**src/csr_pkg.sv**
```systemverilog
/* Shared definitions for the performance-counter CSR block:
   widths, counter CSR addresses, operation and sequencer state enums */

package csr_pkg;

    // ============================================================
    // Widths
    // ============================================================

    // Register width, also the width of one counter half
    localparam int xlen = 32;

    // CSR address field of the instruction
    localparam int csr_addr_w = 12;

    // ============================================================
    // Counter CSR addresses
    // ============================================================

    // Low halves
    localparam logic [csr_addr_w-1:0] addr_mcycle    = 12'hB00;
    localparam logic [csr_addr_w-1:0] addr_minstret  = 12'hB02;

    // High halves, same offsets in the upper block
    localparam logic [csr_addr_w-1:0] addr_mcycleh   = 12'hB80;
    localparam logic [csr_addr_w-1:0] addr_minstreth = 12'hB82;

    // ============================================================
    // CSR operation
    // ============================================================

    // Taken straight from funct3[1:0]
    // Code 0 is not a CSR op here and falls into the default path
    typedef enum logic [1:0] {
        csr_rw = 2'd1,
        csr_rs = 2'd2,
        csr_rc = 2'd3
    } csr_op_e;

    // ============================================================
    // Access sequencer state
    // ============================================================

    // Idle until a start pulse, read once counters settle, write back
    typedef enum logic [1:0] {
        st_idle,
        st_read,
        st_write
    } csr_state_e;

endpackage

```
**src/hpm_counter64.sv**
```systemverilog
/* 64-bit performance counter made of two 32-bit halves,
   registered carry between halves, per-half loads and a settled flag */

`timescale 1ns/1ps

module hpm_counter64 (
    input  logic                       clk,
    input  logic                       rstz,
    input  logic                       incr,
    input  logic [csr_pkg::xlen-1:0]   load_data,
    input  logic                       load_low,
    input  logic                       load_high,
    output logic [2*csr_pkg::xlen-1:0] count,
    output logic                       count_vld
);

    // ============================================================
    // Counter state
    // ============================================================

    // Lower and upper halves
    logic [csr_pkg::xlen-1:0] cnt_lo;
    logic [csr_pkg::xlen-1:0] cnt_hi;

    // Carry out of the low half, waiting for the high half
    logic carry_q;

    // Low half plus increment, one extra bit for the wrap
    logic [csr_pkg::xlen:0] lo_sum;

    // High half plus the pending carry
    logic [csr_pkg::xlen-1:0] hi_sum;

    // ============================================================
    // Increment paths
    // ============================================================

    // Only 33-bit and 32-bit adders, no 64-bit carry chain
    assign lo_sum = {1'b0, cnt_lo} + {{csr_pkg::xlen{1'b0}}, incr};

    // High half moves one clock after the low half wraps
    assign hi_sum = cnt_hi + {{(csr_pkg::xlen-1){1'b0}}, carry_q};

    // ============================================================
    // Low half and carry
    // ============================================================

    always_ff @(posedge clk or negedge rstz) begin
        if (!rstz) begin
            cnt_lo <= '0;
        end else if (load_low) begin
            // Load beats the increment
            cnt_lo <= load_data;
        end else begin
            cnt_lo <= lo_sum[csr_pkg::xlen-1:0];
        end
    end

    always_ff @(posedge clk or negedge rstz) begin
        if (!rstz) begin
            carry_q <= 1'b0;
        end else if (load_low) begin
            // New low value, so any wrap in flight is void
            carry_q <= 1'b0;
        end else begin
            // Set only for the one clock after a wrap
            carry_q <= lo_sum[csr_pkg::xlen];
        end
    end

    // ============================================================
    // High half
    // ============================================================

    always_ff @(posedge clk or negedge rstz) begin
        if (!rstz) begin
            cnt_hi <= '0;
        end else if (load_high) begin
            // Load beats a pending carry
            cnt_hi <= load_data;
        end else begin
            cnt_hi <= hi_sum;
        end
    end

    // ============================================================
    // Outputs
    // ============================================================

    assign count = {cnt_hi, cnt_lo};

    // Halves disagree only while a carry is pending
    assign count_vld = ~carry_q;

endmodule

```
**src/csr_access.sv**
```systemverilog
/* CSR access sequencer: decodes csrrw/csrrs/csrrc, reads a counter half,
   forms the modified value and steers half-writes to both counters */

`timescale 1ns/1ps

module csr_access (
    input  logic                       clk,
    input  logic                       rstz,
    // Instruction side
    input  logic [csr_pkg::xlen-1:0]   ir,
    input  logic [csr_pkg::xlen-1:0]   wr_data,
    input  logic                       csr_start,
    output logic [csr_pkg::xlen-1:0]   rd_data,
    output logic [4:0]                 csr_rd,
    output logic                       csr_write,
    output logic                       done,
    // Counter side
    input  logic [2*csr_pkg::xlen-1:0] cycle_count,
    input  logic                       cycle_vld,
    input  logic [2*csr_pkg::xlen-1:0] instret_count,
    input  logic                       instret_vld,
    output logic [csr_pkg::xlen-1:0]   load_data,
    output logic                       cycle_load_low,
    output logic                       cycle_load_high,
    output logic                       instret_load_low,
    output logic                       instret_load_high
);

    // ============================================================
    // Declarations
    // ============================================================

    csr_pkg::csr_state_e state;
    csr_pkg::csr_state_e next_state;

    // Decoded straight off the instruction
    csr_pkg::csr_op_e          ir_op;
    logic [4:0]                ir_rs1;
    logic [4:0]                ir_rd;
    logic                      ir_set_clr;

    // Latched at the accepted start
    csr_pkg::csr_op_e          op_q;
    logic [csr_pkg::csr_addr_w-1:0] addr_q;
    logic [csr_pkg::xlen-1:0]  wdata_q;
    logic                      wr_en_q;
    logic                      wb_en_q;

    // Sequencing strobes
    logic                      start_ok;
    logic                      both_vld;
    logic                      rd_en;
    logic                      wr_en;

    // Addressed counter half
    logic [csr_pkg::xlen-1:0]  rd_mux;

    // ============================================================
    // Instruction decode
    // ============================================================

    // funct3[1:0] selects rw/rs/rc, funct3[2] (immediate form) not used
    assign ir_op  = csr_pkg::csr_op_e'(ir[13:12]);
    assign ir_rs1 = ir[19:15];
    assign ir_rd  = ir[11:7];

    assign ir_set_clr = (ir_op == csr_pkg::csr_rs) || (ir_op == csr_pkg::csr_rc);

    // Start only counts while idle
    assign start_ok = (state == csr_pkg::st_idle) && csr_start;

    // ============================================================
    // Sequencer FSM
    // ============================================================

    // Both counters must show consistent halves before a read
    assign both_vld = cycle_vld && instret_vld;

    always_ff @(posedge clk or negedge rstz) begin
        if (!rstz) begin
            state <= csr_pkg::st_idle;
        end else begin
            state <= next_state;
        end
    end

    always_comb begin
        next_state = state;
        case (state)
            csr_pkg::st_idle: begin
                if (csr_start) begin
                    next_state = csr_pkg::st_read;
                end
            end
            csr_pkg::st_read: begin
                // At most one extra cycle for a pending carry
                if (both_vld) begin
                    next_state = csr_pkg::st_write;
                end
            end
            csr_pkg::st_write: begin
                next_state = csr_pkg::st_idle;
            end
            default: begin
                next_state = csr_pkg::st_idle;
            end
        endcase
    end

    // ============================================================
    // Latched instruction fields
    // ============================================================

    always_ff @(posedge clk) begin
        if (start_ok) begin
            op_q    <= ir_op;
            addr_q  <= ir[31:20];
            csr_rd  <= ir_rd;
            wdata_q <= wr_data;
        end
    end

    always_ff @(posedge clk or negedge rstz) begin
        if (!rstz) begin
            wr_en_q <= 1'b0;
            wb_en_q <= 1'b0;
        end else if (start_ok) begin
            // Set/clear with rs1 = x0 must not touch the CSR
            wr_en_q <= !(ir_set_clr && (ir_rs1 == 5'd0));
            // No writeback to x0
            wb_en_q <= (ir_rd != 5'd0);
        end
    end

    // ============================================================
    // CSR read
    // ============================================================

    // Unknown addresses read as zero
    always_comb begin
        rd_mux = '0;
        case (addr_q)
            csr_pkg::addr_mcycle:    rd_mux = cycle_count[csr_pkg::xlen-1:0];
            csr_pkg::addr_mcycleh:   rd_mux = cycle_count[2*csr_pkg::xlen-1:csr_pkg::xlen];
            csr_pkg::addr_minstret:  rd_mux = instret_count[csr_pkg::xlen-1:0];
            csr_pkg::addr_minstreth: rd_mux = instret_count[2*csr_pkg::xlen-1:csr_pkg::xlen];
            default:                 rd_mux = '0;
        endcase
    end

    assign rd_en = (state == csr_pkg::st_read) && both_vld;

    // Old value, held until the next access reads again
    always_ff @(posedge clk) begin
        if (rd_en) begin
            rd_data <= rd_mux;
        end
    end

    // ============================================================
    // CSR write
    // ============================================================

    // Modify the captured old value
    always_comb begin
        case (op_q)
            csr_pkg::csr_rs: load_data = rd_data | wdata_q;
            csr_pkg::csr_rc: load_data = rd_data & ~wdata_q;
            default:         load_data = wdata_q;
        endcase
    end

    assign wr_en = (state == csr_pkg::st_write) && wr_en_q;

    // One strobe per counter half, unknown address hits none
    assign cycle_load_low    = wr_en && (addr_q == csr_pkg::addr_mcycle);
    assign cycle_load_high   = wr_en && (addr_q == csr_pkg::addr_mcycleh);
    assign instret_load_low  = wr_en && (addr_q == csr_pkg::addr_minstret);
    assign instret_load_high = wr_en && (addr_q == csr_pkg::addr_minstreth);

    // ============================================================
    // Completion
    // ============================================================

    assign done      = (state == csr_pkg::st_write);
    assign csr_write = (state == csr_pkg::st_write) && wb_en_q;

endmodule

```
**src/csr_top.sv**
```systemverilog
/* Performance-counter CSR block: access sequencer with the
   mcycle and minstret counters */

`timescale 1ns/1ps

module csr_top (
    input  logic                     clk,
    input  logic                     rstz,
    input  logic [csr_pkg::xlen-1:0] ir,
    input  logic [csr_pkg::xlen-1:0] wr_data,
    input  logic                     csr_start,
    input  logic                     instret,
    output logic [csr_pkg::xlen-1:0] rd_data,
    output logic [4:0]               csr_rd,
    output logic                     csr_write,
    output logic                     done
);

    // ============================================================
    // Counter interconnect
    // ============================================================

    // Shared write value for all counter halves
    logic [csr_pkg::xlen-1:0]   load_data;

    // mcycle
    logic [2*csr_pkg::xlen-1:0] cycle_count;
    logic                       cycle_vld;
    logic                       cycle_load_low;
    logic                       cycle_load_high;

    // minstret
    logic [2*csr_pkg::xlen-1:0] instret_count;
    logic                       instret_vld;
    logic                       instret_load_low;
    logic                       instret_load_high;

    // ============================================================
    // Sequencer
    // ============================================================

    csr_access i_access (
        .clk               (clk),
        .rstz              (rstz),
        .ir                (ir),
        .wr_data           (wr_data),
        .csr_start         (csr_start),
        .rd_data           (rd_data),
        .csr_rd            (csr_rd),
        .csr_write         (csr_write),
        .done              (done),
        .cycle_count       (cycle_count),
        .cycle_vld         (cycle_vld),
        .instret_count     (instret_count),
        .instret_vld       (instret_vld),
        .load_data         (load_data),
        .cycle_load_low    (cycle_load_low),
        .cycle_load_high   (cycle_load_high),
        .instret_load_low  (instret_load_low),
        .instret_load_high (instret_load_high)
    );

    // ============================================================
    // Counters
    // ============================================================

    // Cycle counter, runs every clock
    hpm_counter64 i_mcycle (
        .clk       (clk),
        .rstz      (rstz),
        .incr      (1'b1),
        .load_data (load_data),
        .load_low  (cycle_load_low),
        .load_high (cycle_load_high),
        .count     (cycle_count),
        .count_vld (cycle_vld)
    );

    // Retired-instruction counter
    hpm_counter64 i_minstret (
        .clk       (clk),
        .rstz      (rstz),
        .incr      (instret),
        .load_data (load_data),
        .load_low  (instret_load_low),
        .load_high (instret_load_high),
        .count     (instret_count),
        .count_vld (instret_vld)
    );

endmodule

```
**config.mk**
```make
export PLATFORM = sky130hd
export DESIGN_NAME = csr_top
export DESIGN_NICKNAME = d
export VERILOG_FILES = /design/src/csr_pkg.sv /design/src/hpm_counter64.sv /design/src/csr_access.sv /design/src/csr_top.sv
export SDC_FILE = /design/constraint.sdc
export NUM_CORES = 1
export LEC_CHECK = 0
export ABC_AREA = 1
export BUFFER_PORTS_ARGS = -buffer_cell sky130_fd_sc_hd__buf_2
export CAP_MARGIN = 20
export CORE_AREA = 3 3 207 209
export CTS_BUF_LIST = sky130_fd_sc_hd__clkbuf_4
export DETAILED_ROUTE_END_ITERATION = 6
export DIE_AREA = 0 0 210 212
export RECOVER_POWER = 50
export SLEW_MARGIN = 10
export SYNTH_ARGS = -nofsm -noshare
export SYNTH_HDL_FRONTEND = slang
export SYNTH_SLANG_ARGS = --single-unit
```
**constraint.sdc**
```tcl
create_clock -name clk -period 4.07 [get_ports clk]
set_clock_uncertainty 0.15 [all_clocks]
set_input_delay 0.814 -clock clk [delete_from_list [all_inputs] [get_ports clk]]
set_output_delay 0.814 -clock clk [all_outputs]
set_load 0.005 [all_outputs]
```
==> summary.md, run 1 <==
| Metric | Value |
|---|---|
| Via count | 11,500 |
| Initial Util | 29.9% |
| Port Buffers | 98 |
| ANT nets after route | 0 |
| Wire per inst | 17.1 um |
| Antenna violations before repair | 1 |
| Vias per cell | 4.83 |
| CTS Buffer Depth | 3 |
| Global-route wire length before repair | 63,100 um |
| Routed Wire Length | 41,000 um |
| DRT iter0 DRCs | 840 |
| Clk slew on worst S/H paths | 0.07 ns |
| Unrepaired setup endpoints after global routing | false |
| Total die area | 44,500 um2 |
| Syn Nets | 1,746 |
| Area delta synth->final | 15.7% |
| Worst Setup End Kind | register |
| First-pass detailed-route iteration total | 7 |
| Largest family of logic cells by synthesized area | simple AND/OR/NAND/NOR gates |
| Vias in the first global route | 11,400 |
| I/O pin total | 107 |
| Sink Count | 217 |
| Global-route usage over all layers | 18.5% |
| Hold crit path type | in2reg |
| Xor/xnor share of the synthesized area | 4.00% |
| Grt met2 use | 29.1% |
| Fin nets | 1,881 |
| Synth Area in Compound Gates | 3.95% |
| Simple-Gate Fraction of Synth Area | 38.5% |
| Worst-margin pin slew | 2.60 ns |
| Max Clock Freq | 0.357 GHz |
| Crit path required time | 4.43 ns |
| Place WS | 1.33 ns |
| Synthesized area | 12,300 um2 |
| Post-synth top area share | 27.3% |
| Mapped Cells | 1,671 |
| Met3 Use GR | 3.48% |
| Synth area leader | dfrtp_1 |
| Share of post-route cells with drive strength above 1 | 12.9% |
| Met1 usage | 24.5% |
| Worst-Skew Late Latency | 0.71 ns |
| DP HPWL | 31,100 um |
| DRC Markers | 0 |
| Final setup TNS | 0 ns |
| RePlAce Congestion | 0.914 |
| CP Class | reg2reg |
| Clock root buffer | clkbuf_4 |
| Fin util | 34.6% |
| Post-synthesis cell type count | 30 |
| VDD IR max | 163 uV |
| Die Y | 212 um |
| Worst setup slack after layout | 1.27 ns |
| Crit path max fanout | 33 |
| Die W | 210 um |
| Startpoint Class | register |
| Final min period | 2.80 ns |
| Tcrit/Tclk final | 68.9% |
| Mux share of post-synthesis cell area | 0% |
| Rows | 74 |
| Outcome | complete, but fails checks |
| PD cells | 375 nW/um2 |
| # Post-CTS Setup Buffers | 0 |
| Post-CTS sizing | 0 |
| # hold bufs at CTS | 0 |
| Adder and majority gate portion of the synthesized area | 0.714% |
| WP data arrival | 3.17 ns |
| Failing checks | capacitance limit, slew limit |
| GR Overflow Total | 0 |
| Fin. Hold Viols | 0 |
| CTS tree | built |
| Flops & latches, synth | 217 |
| Slew Limit Fails | 152 |
| GRT busiest layer | met2 |
| Synth Area per Inst | 7.34 um2 |
| Core area | 41,000 um2 |
| Number of max-cap violations | 3 |
| H-tree Lvls | 3 |
| Register area share after synthesis | 47.6% |
| Num CTS Buffers | 66 |
| Setup violations, final | 0 |
| Worst rel slew slack | -73.2% |
| Largest net degree at the start of global routing | 95 |
| Leak | 6.51 nW |
| Yosys warns | 0 |
| Worst hold slack | 0.132 ns |
| Synth top area cells | dfrtp_1 27%, nand2_1 22%, edfxtp_1 20% |
==> layout make-up <==
type / instances / area (um2)
antenna: 1 / 2.50
timing repair buffer: 115 / 604
tap: 532 / 666
fill: 4400 / 26800
inverter: 115 / 432
multi-input combinational: 1291 / 5810
clock inverter: 21 / 85.1
clock buffer: 100 / 751
sequential: 217 / 5850
==> cell usage in the layout (no fill, tap or decap), drive strengths merged <==
| cell | instances |
|---|---|
| diode | 1 |
| o22ai | 1 |
| nand2 | 726 |
| clkbuf | 107 |
| nor3b | 1 |
| xnor2 | 16 |
| xor2 | 40 |
| nor4 | 1 |
| nor2 | 197 |
| or2 | 3 |
| a31oi | 10 |
| ha | 7 |
| nand4 | 64 |
| nand3b | 21 |
| o21ai | 37 |
| inv | 116 |
| nand3 | 111 |
| nor3 | 10 |
| clkinv | 20 |
| dfrtp | 134 |
| buf | 108 |
| a21oi | 46 |
| edfxtp | 83 |
==> worst max-delay path: stages (launching register included) <==
cell and delay, ns:
edfxtp_1 0.32, buf_4 0.36, nand2_1 0.09, inv_1 0.75, nor2_1 0.08, a31oi_1 0.64, o21ai_0 0.21
==> path summary, 6_finish.rpt <==
kind | startpoint | end | slack, ns | cells past startpoint
min in group asynchronous | rstz | i_mcycle.cnt_hi[3] | 0.71 | 1
hold / removal | wr_data[3] | i_access.wdata_q[3] | 0.13 | 1
max in group asynchronous | rstz | i_mcycle.cnt_hi[23] | 1.28 | 2
setup / recovery | i_access.op_q[1] | i_minstret.cnt_hi[6] | 1.27 | 6
hold reg to reg | i_mcycle.carry_q | i_access.state[1] | 0.40 | 1
setup reg to reg | i_access.op_q[1] | i_minstret.cnt_hi[6] | 1.27 | 6
==> cells by family (layout without fill, tap and decap cells) <==
group                    Yosys count  in the layout
AO/OA/AOI/OAI                     94             94
XOR/XNOR                          56             56
adder cells (fa/ha/maj)            7              7
buffers and inverters            163            351
flip-flops                       217            217
other                              0              1
AND/OR/NAND/NOR                 1134           1134
==> metrics by stage <==
| stage | area [um2] | cells | power [mW] |
|---|---|---|---|
| after floorplan | 12300 | 1671 | 2.94 |
| after global placement | 13400 | 2270 | 3.21 |
| after detailed placement | 13400 | 2270 | 3.23 |
| after CTS | 14200 | 2391 | 5.41 |
| after global routing | 14200 | 2392 | 5.62 |
| final | 14200 | 2392 | 5.32 |
==> cell usage after synthesis, drive strengths merged <==
cell type    n
edfxtp      83
a21oi       46
nor3        10
o22ai        1
inv        115
a31oi       10
clkbuf      28
nor3b        1
nor4         1
xor2        40
nand3b      21
o21ai       37
nand4       64
xnor2       16
nor2       197
nand3      111
buf         20
dfrtp      134
or2          3
nand2      726
ha           7
==> flip-flops by register name, indices dropped and copies added (netlist names), 2 cells and up <==
name and count:
i_access.wdata_q 32, i_access.rd_data 32, i_access.state 2, i_minstret.cnt_hi 32, i_access.addr_q 12, i_mcycle.cnt_hi 32, i_mcycle.cnt_lo 32, i_access.csr_rd 5
i_access.op_q 2, i_minstret.cnt_lo 32
==> where the power goes <==
part	switching [mW]	total (mW)	internal (mW)
Sequential	0.151	2.61	2.45
Combinational	0.390	0.576	0.186
Clock	1.01	2.14	1.13
==> metal layers <==
metal / vias to the layer above / wire [um]
li1: 5701 / -
met1: 5375 / 18100
met2: 375 / 18500
met3: 92 / 2580
met4: 0 / 1820
met5: - / 0
Power figures use the tool's default switching activity.
==> inputs of run 2 (changes only) <==
--- a/config.mk
+++ b/config.mk
@@ -5,13 +5,13 @@
 export SDC_FILE = /design/constraint.sdc
 export NUM_CORES = 1
 export LEC_CHECK = 0
-export ABC_AREA = 1
+export ABC_AREA = 0
 export BUFFER_PORTS_ARGS = -buffer_cell sky130_fd_sc_hd__buf_2
 export CAP_MARGIN = 20
-export CORE_AREA = 3 3 207 209
+export CORE_AREA = 3 3 197 199
 export CTS_BUF_LIST = sky130_fd_sc_hd__clkbuf_4
 export DETAILED_ROUTE_END_ITERATION = 6
-export DIE_AREA = 0 0 210 212
+export DIE_AREA = 0 0 200 202
 export RECOVER_POWER = 50
 export SLEW_MARGIN = 10
 export SYNTH_ARGS = -nofsm -noshare
==> constraint.sdc (replaced) <==
create_clock -name clk -period 2.4 [get_ports clk]
set_clock_uncertainty 0.15 [all_clocks]
set_input_delay 0.48 -clock clk [delete_from_list [all_inputs] [get_ports clk]]
set_output_delay 0.48 -clock clk [all_outputs]
set_load 0.005 [all_outputs]
==> summary.md, run 2 <==
| Metric | Value |
|---|---|
| Outcome | complete, but fails checks (unchanged) |
| Failing checks | capacitance limit, slew limit (unchanged) |
| Largest net degree at the start of global routing | 53 (was 95) |
| Placed Cells | 1,713 (was 2,270) |
| Share of post-route cells with drive strength above 1 | 22.5% (was 12.9%) |
| Synth area leader | dfrtp_1 (unchanged) |
| Slew Limit Fails | 51 (was 152) |
| Port Buffers | 98 (unchanged) |
| DP HPWL | 24,300 um (was 31,100 um) |
| Gate power share | 17.6% (was 10.8%) |
| Synth top area cells | dfrtp_1 30%, edfxtp_1 23%, xnor2_1 6.5% (was dfrtp_1 27%, nand2_1 22%, edfxtp_1 20%) |
| Flops & latches, synth | 217 (unchanged) |
| Post-synth top area share | 30.3% (was 27.3%) |
| Internal power | 7.37 mW (was 3.77 mW) |
| Fin nets | 1,402 (was 1,881) |
| Psw | 3.23 mW (was 1.55 mW) |
| DRT iter0 DRCs | 637 (was 840) |
| Leak | 5.66 nW (was 6.51 nW) |
| Fin. Hold Viols | 0 (unchanged) |
| CP max-delay cell | or4_4 (was inv_1) |
| Fillcell total | 3,758 (was 4,400) |
| Max Clock Freq | 0.433 GHz (was 0.357 GHz) |
| Worst-path cell chain | ha_2, ha_2, nand3_2, or4_4, buf_6, nor4_4, xnor2_1, o21ai_1 (was buf_4, nand2_1, inv_1, nor2_1, a31oi_1, o21ai_0) |
| Predominant post-synthesis flop cell | dfrtp_1 (unchanged) |
| ANT nets after route | 0 (unchanged) |
| Synthesized area | 11,100 um2 (was 12,300 um2) |
| RePlAce Congestion | 0.879 (was 0.914) |
| Worst hold slack | 0.0564 ns (was 0.132 ns) |
| Global-route usage over all layers | 17.5% (was 18.5%) |
| Worst Setup End Kind | register (unchanged) |
| Cell mode on critical path | ha_2 |
| Final instance area | 14,200 um2 (about the same) |
| Sink Count | 217 (unchanged) |
| Crit path max fanout | 7 (was 33) |
| Tcrit/Tclk final | 96.3% (was 68.9%) |
| H-tree Lvls | 3 (unchanged) |
| Clk slew on worst S/H paths | 0.07 ns (about the same) |
| Worst rel slew slack | -6.91% (was -73.2%) |
| Seq pwr share | 45.5% (was 49.0%) |
| Startpoint Class | register (unchanged) |
| Worst-margin pin slew | 1.60 ns (was 2.60 ns) |
| First-pass detailed-route iteration total | 5 (was 7) |
| Yosys warns | 0 (unchanged) |
| Vias in the first global route | 9,577 (was 11,400) |
| Multi-input logic area | 5000 um2 (was 5810 um2) |
| Mapped Cells | 1,087 (was 1,671) |
| Largest stage delay, worst path | 0.53 ns (was 0.75 ns) |
| Clock power frac | 36.9% (was 40.2%) |
| Syn Nets | 1,162 (was 1,746) |
| Seq. cell area | 5850 um2 (unchanged) |
| Area delta synth->final | 28.1% (was 15.7%) |
| Unrepaired setup endpoints after global routing | false (unchanged) |
| Via count | 9,438 (was 11,500) |
| PD cells | 748 nW/um2 (was 375 nW/um2) |
| Finished Layout Cells | 1,892 (was 2,392) |
| Number of max-cap violations | 1 (was 3) |
| I/O pin total | 107 (unchanged) |
| DP Area | 12,700 um2 (was 13,400 um2) |
| Post-synthesis cell type count | 52 (was 30) |
| Antenna violations before repair | 1 (unchanged) |
| Die W | 200 um (was 210 um) |
| Crit path required time | 2.79 ns (was 4.43 ns) |
| Wire per inst | 18.5 um (was 17.1 um) |
| Final min period | 2.31 ns (was 2.80 ns) |
| Register area share after synthesis | 52.8% (was 47.6%) |
| CTS tree | built (unchanged) |
| WP data arrival | 2.70 ns (was 3.17 ns) |
| Global-route wire length before repair | 54,600 um (was 63,100 um) |
| Die Y | 202 um (was 212 um) |
| VDD IR max | 329 uV (was 163 uV) |
| Initial Util | 29.6% (was 29.9%) |
| Sw frac | 30.5% (was 29.2%) |
| Routed Wire Length | 35,000 um (was 41,000 um) |
| Post-synth EDFFs | 83 (unchanged) |
| CTS Buffer Depth | 3 (unchanged) |
| Total die area | 40,400 um2 (was 44,500 um2) |
| Synth Area per Inst | 10.2 um2 (was 7.34 um2) |
| Most common cell after layout, fill and taps aside | dfrtp_1 (was nand2_1) |
| Num CTS Buffers | 66 (unchanged) |
| DRC Markers | 0 (unchanged) |
| GR Overflow Total | 0 (unchanged) |
| Hold crit path type | in2reg (unchanged) |
| Most frequent cells in the layout | 134 x dfrtp_1, 116 x nand2_1, 98 x clkbuf_4 (was 724 x nand2_1, 190 x nor2_1, 134 x dfrtp_1) |
| Asr flop ratio synth | 61.8% (unchanged) |
| Setup violations, final | 0 (unchanged) |
| Vias per cell | 4.99 (was 4.83) |
| CP Class | reg2reg (unchanged) |
| Core area | 37,400 um2 (was 41,000 um2) |
| Worst-Skew Late Latency | 0.70 ns (was 0.71 ns) |
| Synth top cells by count | 134 x dfrtp_1, 116 x nand2_1, 94 x o21ai_0 (was 724 x nand2_1, 193 x nor2_1, 134 x dfrtp_1) |
| Clock root buffer | clkbuf_4 (unchanged) |
| Most common cell in the synthesized netlist | dfrtp_1 (was nand2_1) |
| Rows | 71 (was 74) |
-- run 2: cell count changes after synthesis, moves of 37 or more --
cell / change
nor2_1: -119
a22oi_1: +37
a21oi_1: +43
inv_1: -100
o21ai_0: +62
nand3_1: -53
nand2_1: -608
xnor2_1: +66
-- run 2: cells by family (layout without fill, tap and decap cells) --
logic type / count (synthesis) / count (layout) / share of synthesized area [%]
AO/OA/AOI/OAI: 251 / 251 / 12.9
AND/OR/NAND/NOR: 389 / 389 / 18.2
XOR/XNOR: 118 / 118 / 9.34
flip-flops: 217 / 217 / 52.8
other: 0 / 1 / 0
buffers and inverters: 71 / 364 / 2.70
multiplexers: 34 / 34 / 3.19
adder cells (fa/ha/maj): 7 / 7 / 0.791
-- run 2: cell type report --
cell class | count | share of cell area, %
Sequential cell | 217 | 41.2
Multi-Input combinational cell | 799 | 35.2
Timing Repair Buffer | 233 | 12.4
Clock buffer | 98 | 5.19
Tap cell | 511 | 4.51
Clock inverter | 23 | 1.18
Inverter | 10 | 0.265
Antenna cell | 1 | 0.0176
-- run 2: worst paths after layout --
path                       slack, ns  cells past startpoint                     to               start
hold reg to reg                 0.41                      2      i_access.state[1]  i_minstret.carry_q
hold / removal                  0.06                      3   i_minstret.cnt_lo[0]             instret
min in group asynchronous       0.58                      2  i_minstret.cnt_hi[31]                rstz
max in group asynchronous       0.33                      3     i_mcycle.cnt_hi[6]                rstz
setup / recovery                0.09                      8  i_minstret.cnt_hi[26]  i_minstret.carry_q
setup reg to reg                0.09                      8  i_minstret.cnt_hi[26]  i_minstret.carry_q
-- run 2: power groups by stage --
stage          clock, mW  combinational (mW)  sequential, mW
3_3_place_gp           0                1.85            4.90
2_1_floorplan          0               0.942            4.86
3_5_place_dp           0                1.88            4.91
4_1_cts             4.04                1.97            4.84
6_report            3.91                1.86            4.83
5_1_grt             4.22                2.06            4.91
-- run 2: per-stage QoR --
stage / setup TNS [ns] / power, mW / setup slack [ns] / utilization [%]
3_3_place_gp: 0 / 6.75 / 0.0791 / 34.0
4_1_cts: 0 / 10.8 / 0.00568 / 37.9
2_1_floorplan: -3.37 / 5.80 / -0.0659 / -
3_5_place_dp: 0 / 6.79 / 0.0575 / 34.0
5_1_grt: 0 / 11.2 / 0.0166 / 37.9
6_report: 0 / 10.6 / 0.0890 / 37.9
-- run 2: what timing repair did --
action                                  in CTS  in global routing
endpoints found under the hold margin      102                  0
setup buffers                                0                  1
hold buffers                                56                  0
cloned                                       0                  0
gates resized for setup                      2                  9
endpoints found under the setup margin       1                  6
-- run 2: critical path, delay by kind of cell (launching register included) --
kind / cells / cell delay [ns]
compound gates: 1 / 0.07
buf+inv: 1 / 0.17
simple gates: 3 / 0.85
flops: 1 / 0.36
xor+xnor: 1 / 0.14
fa+ha+maj: 2 / 0.41
-- run 2: metal layers --
metal	global-route usage [%]	part of all wire [%]	vias up
met4	6.03	2.6	0
met5	0	0	-
met2	29.2	49	311
li1	-	-	4487
met1	22.7	43	4565
met3	3.28	5.6	75
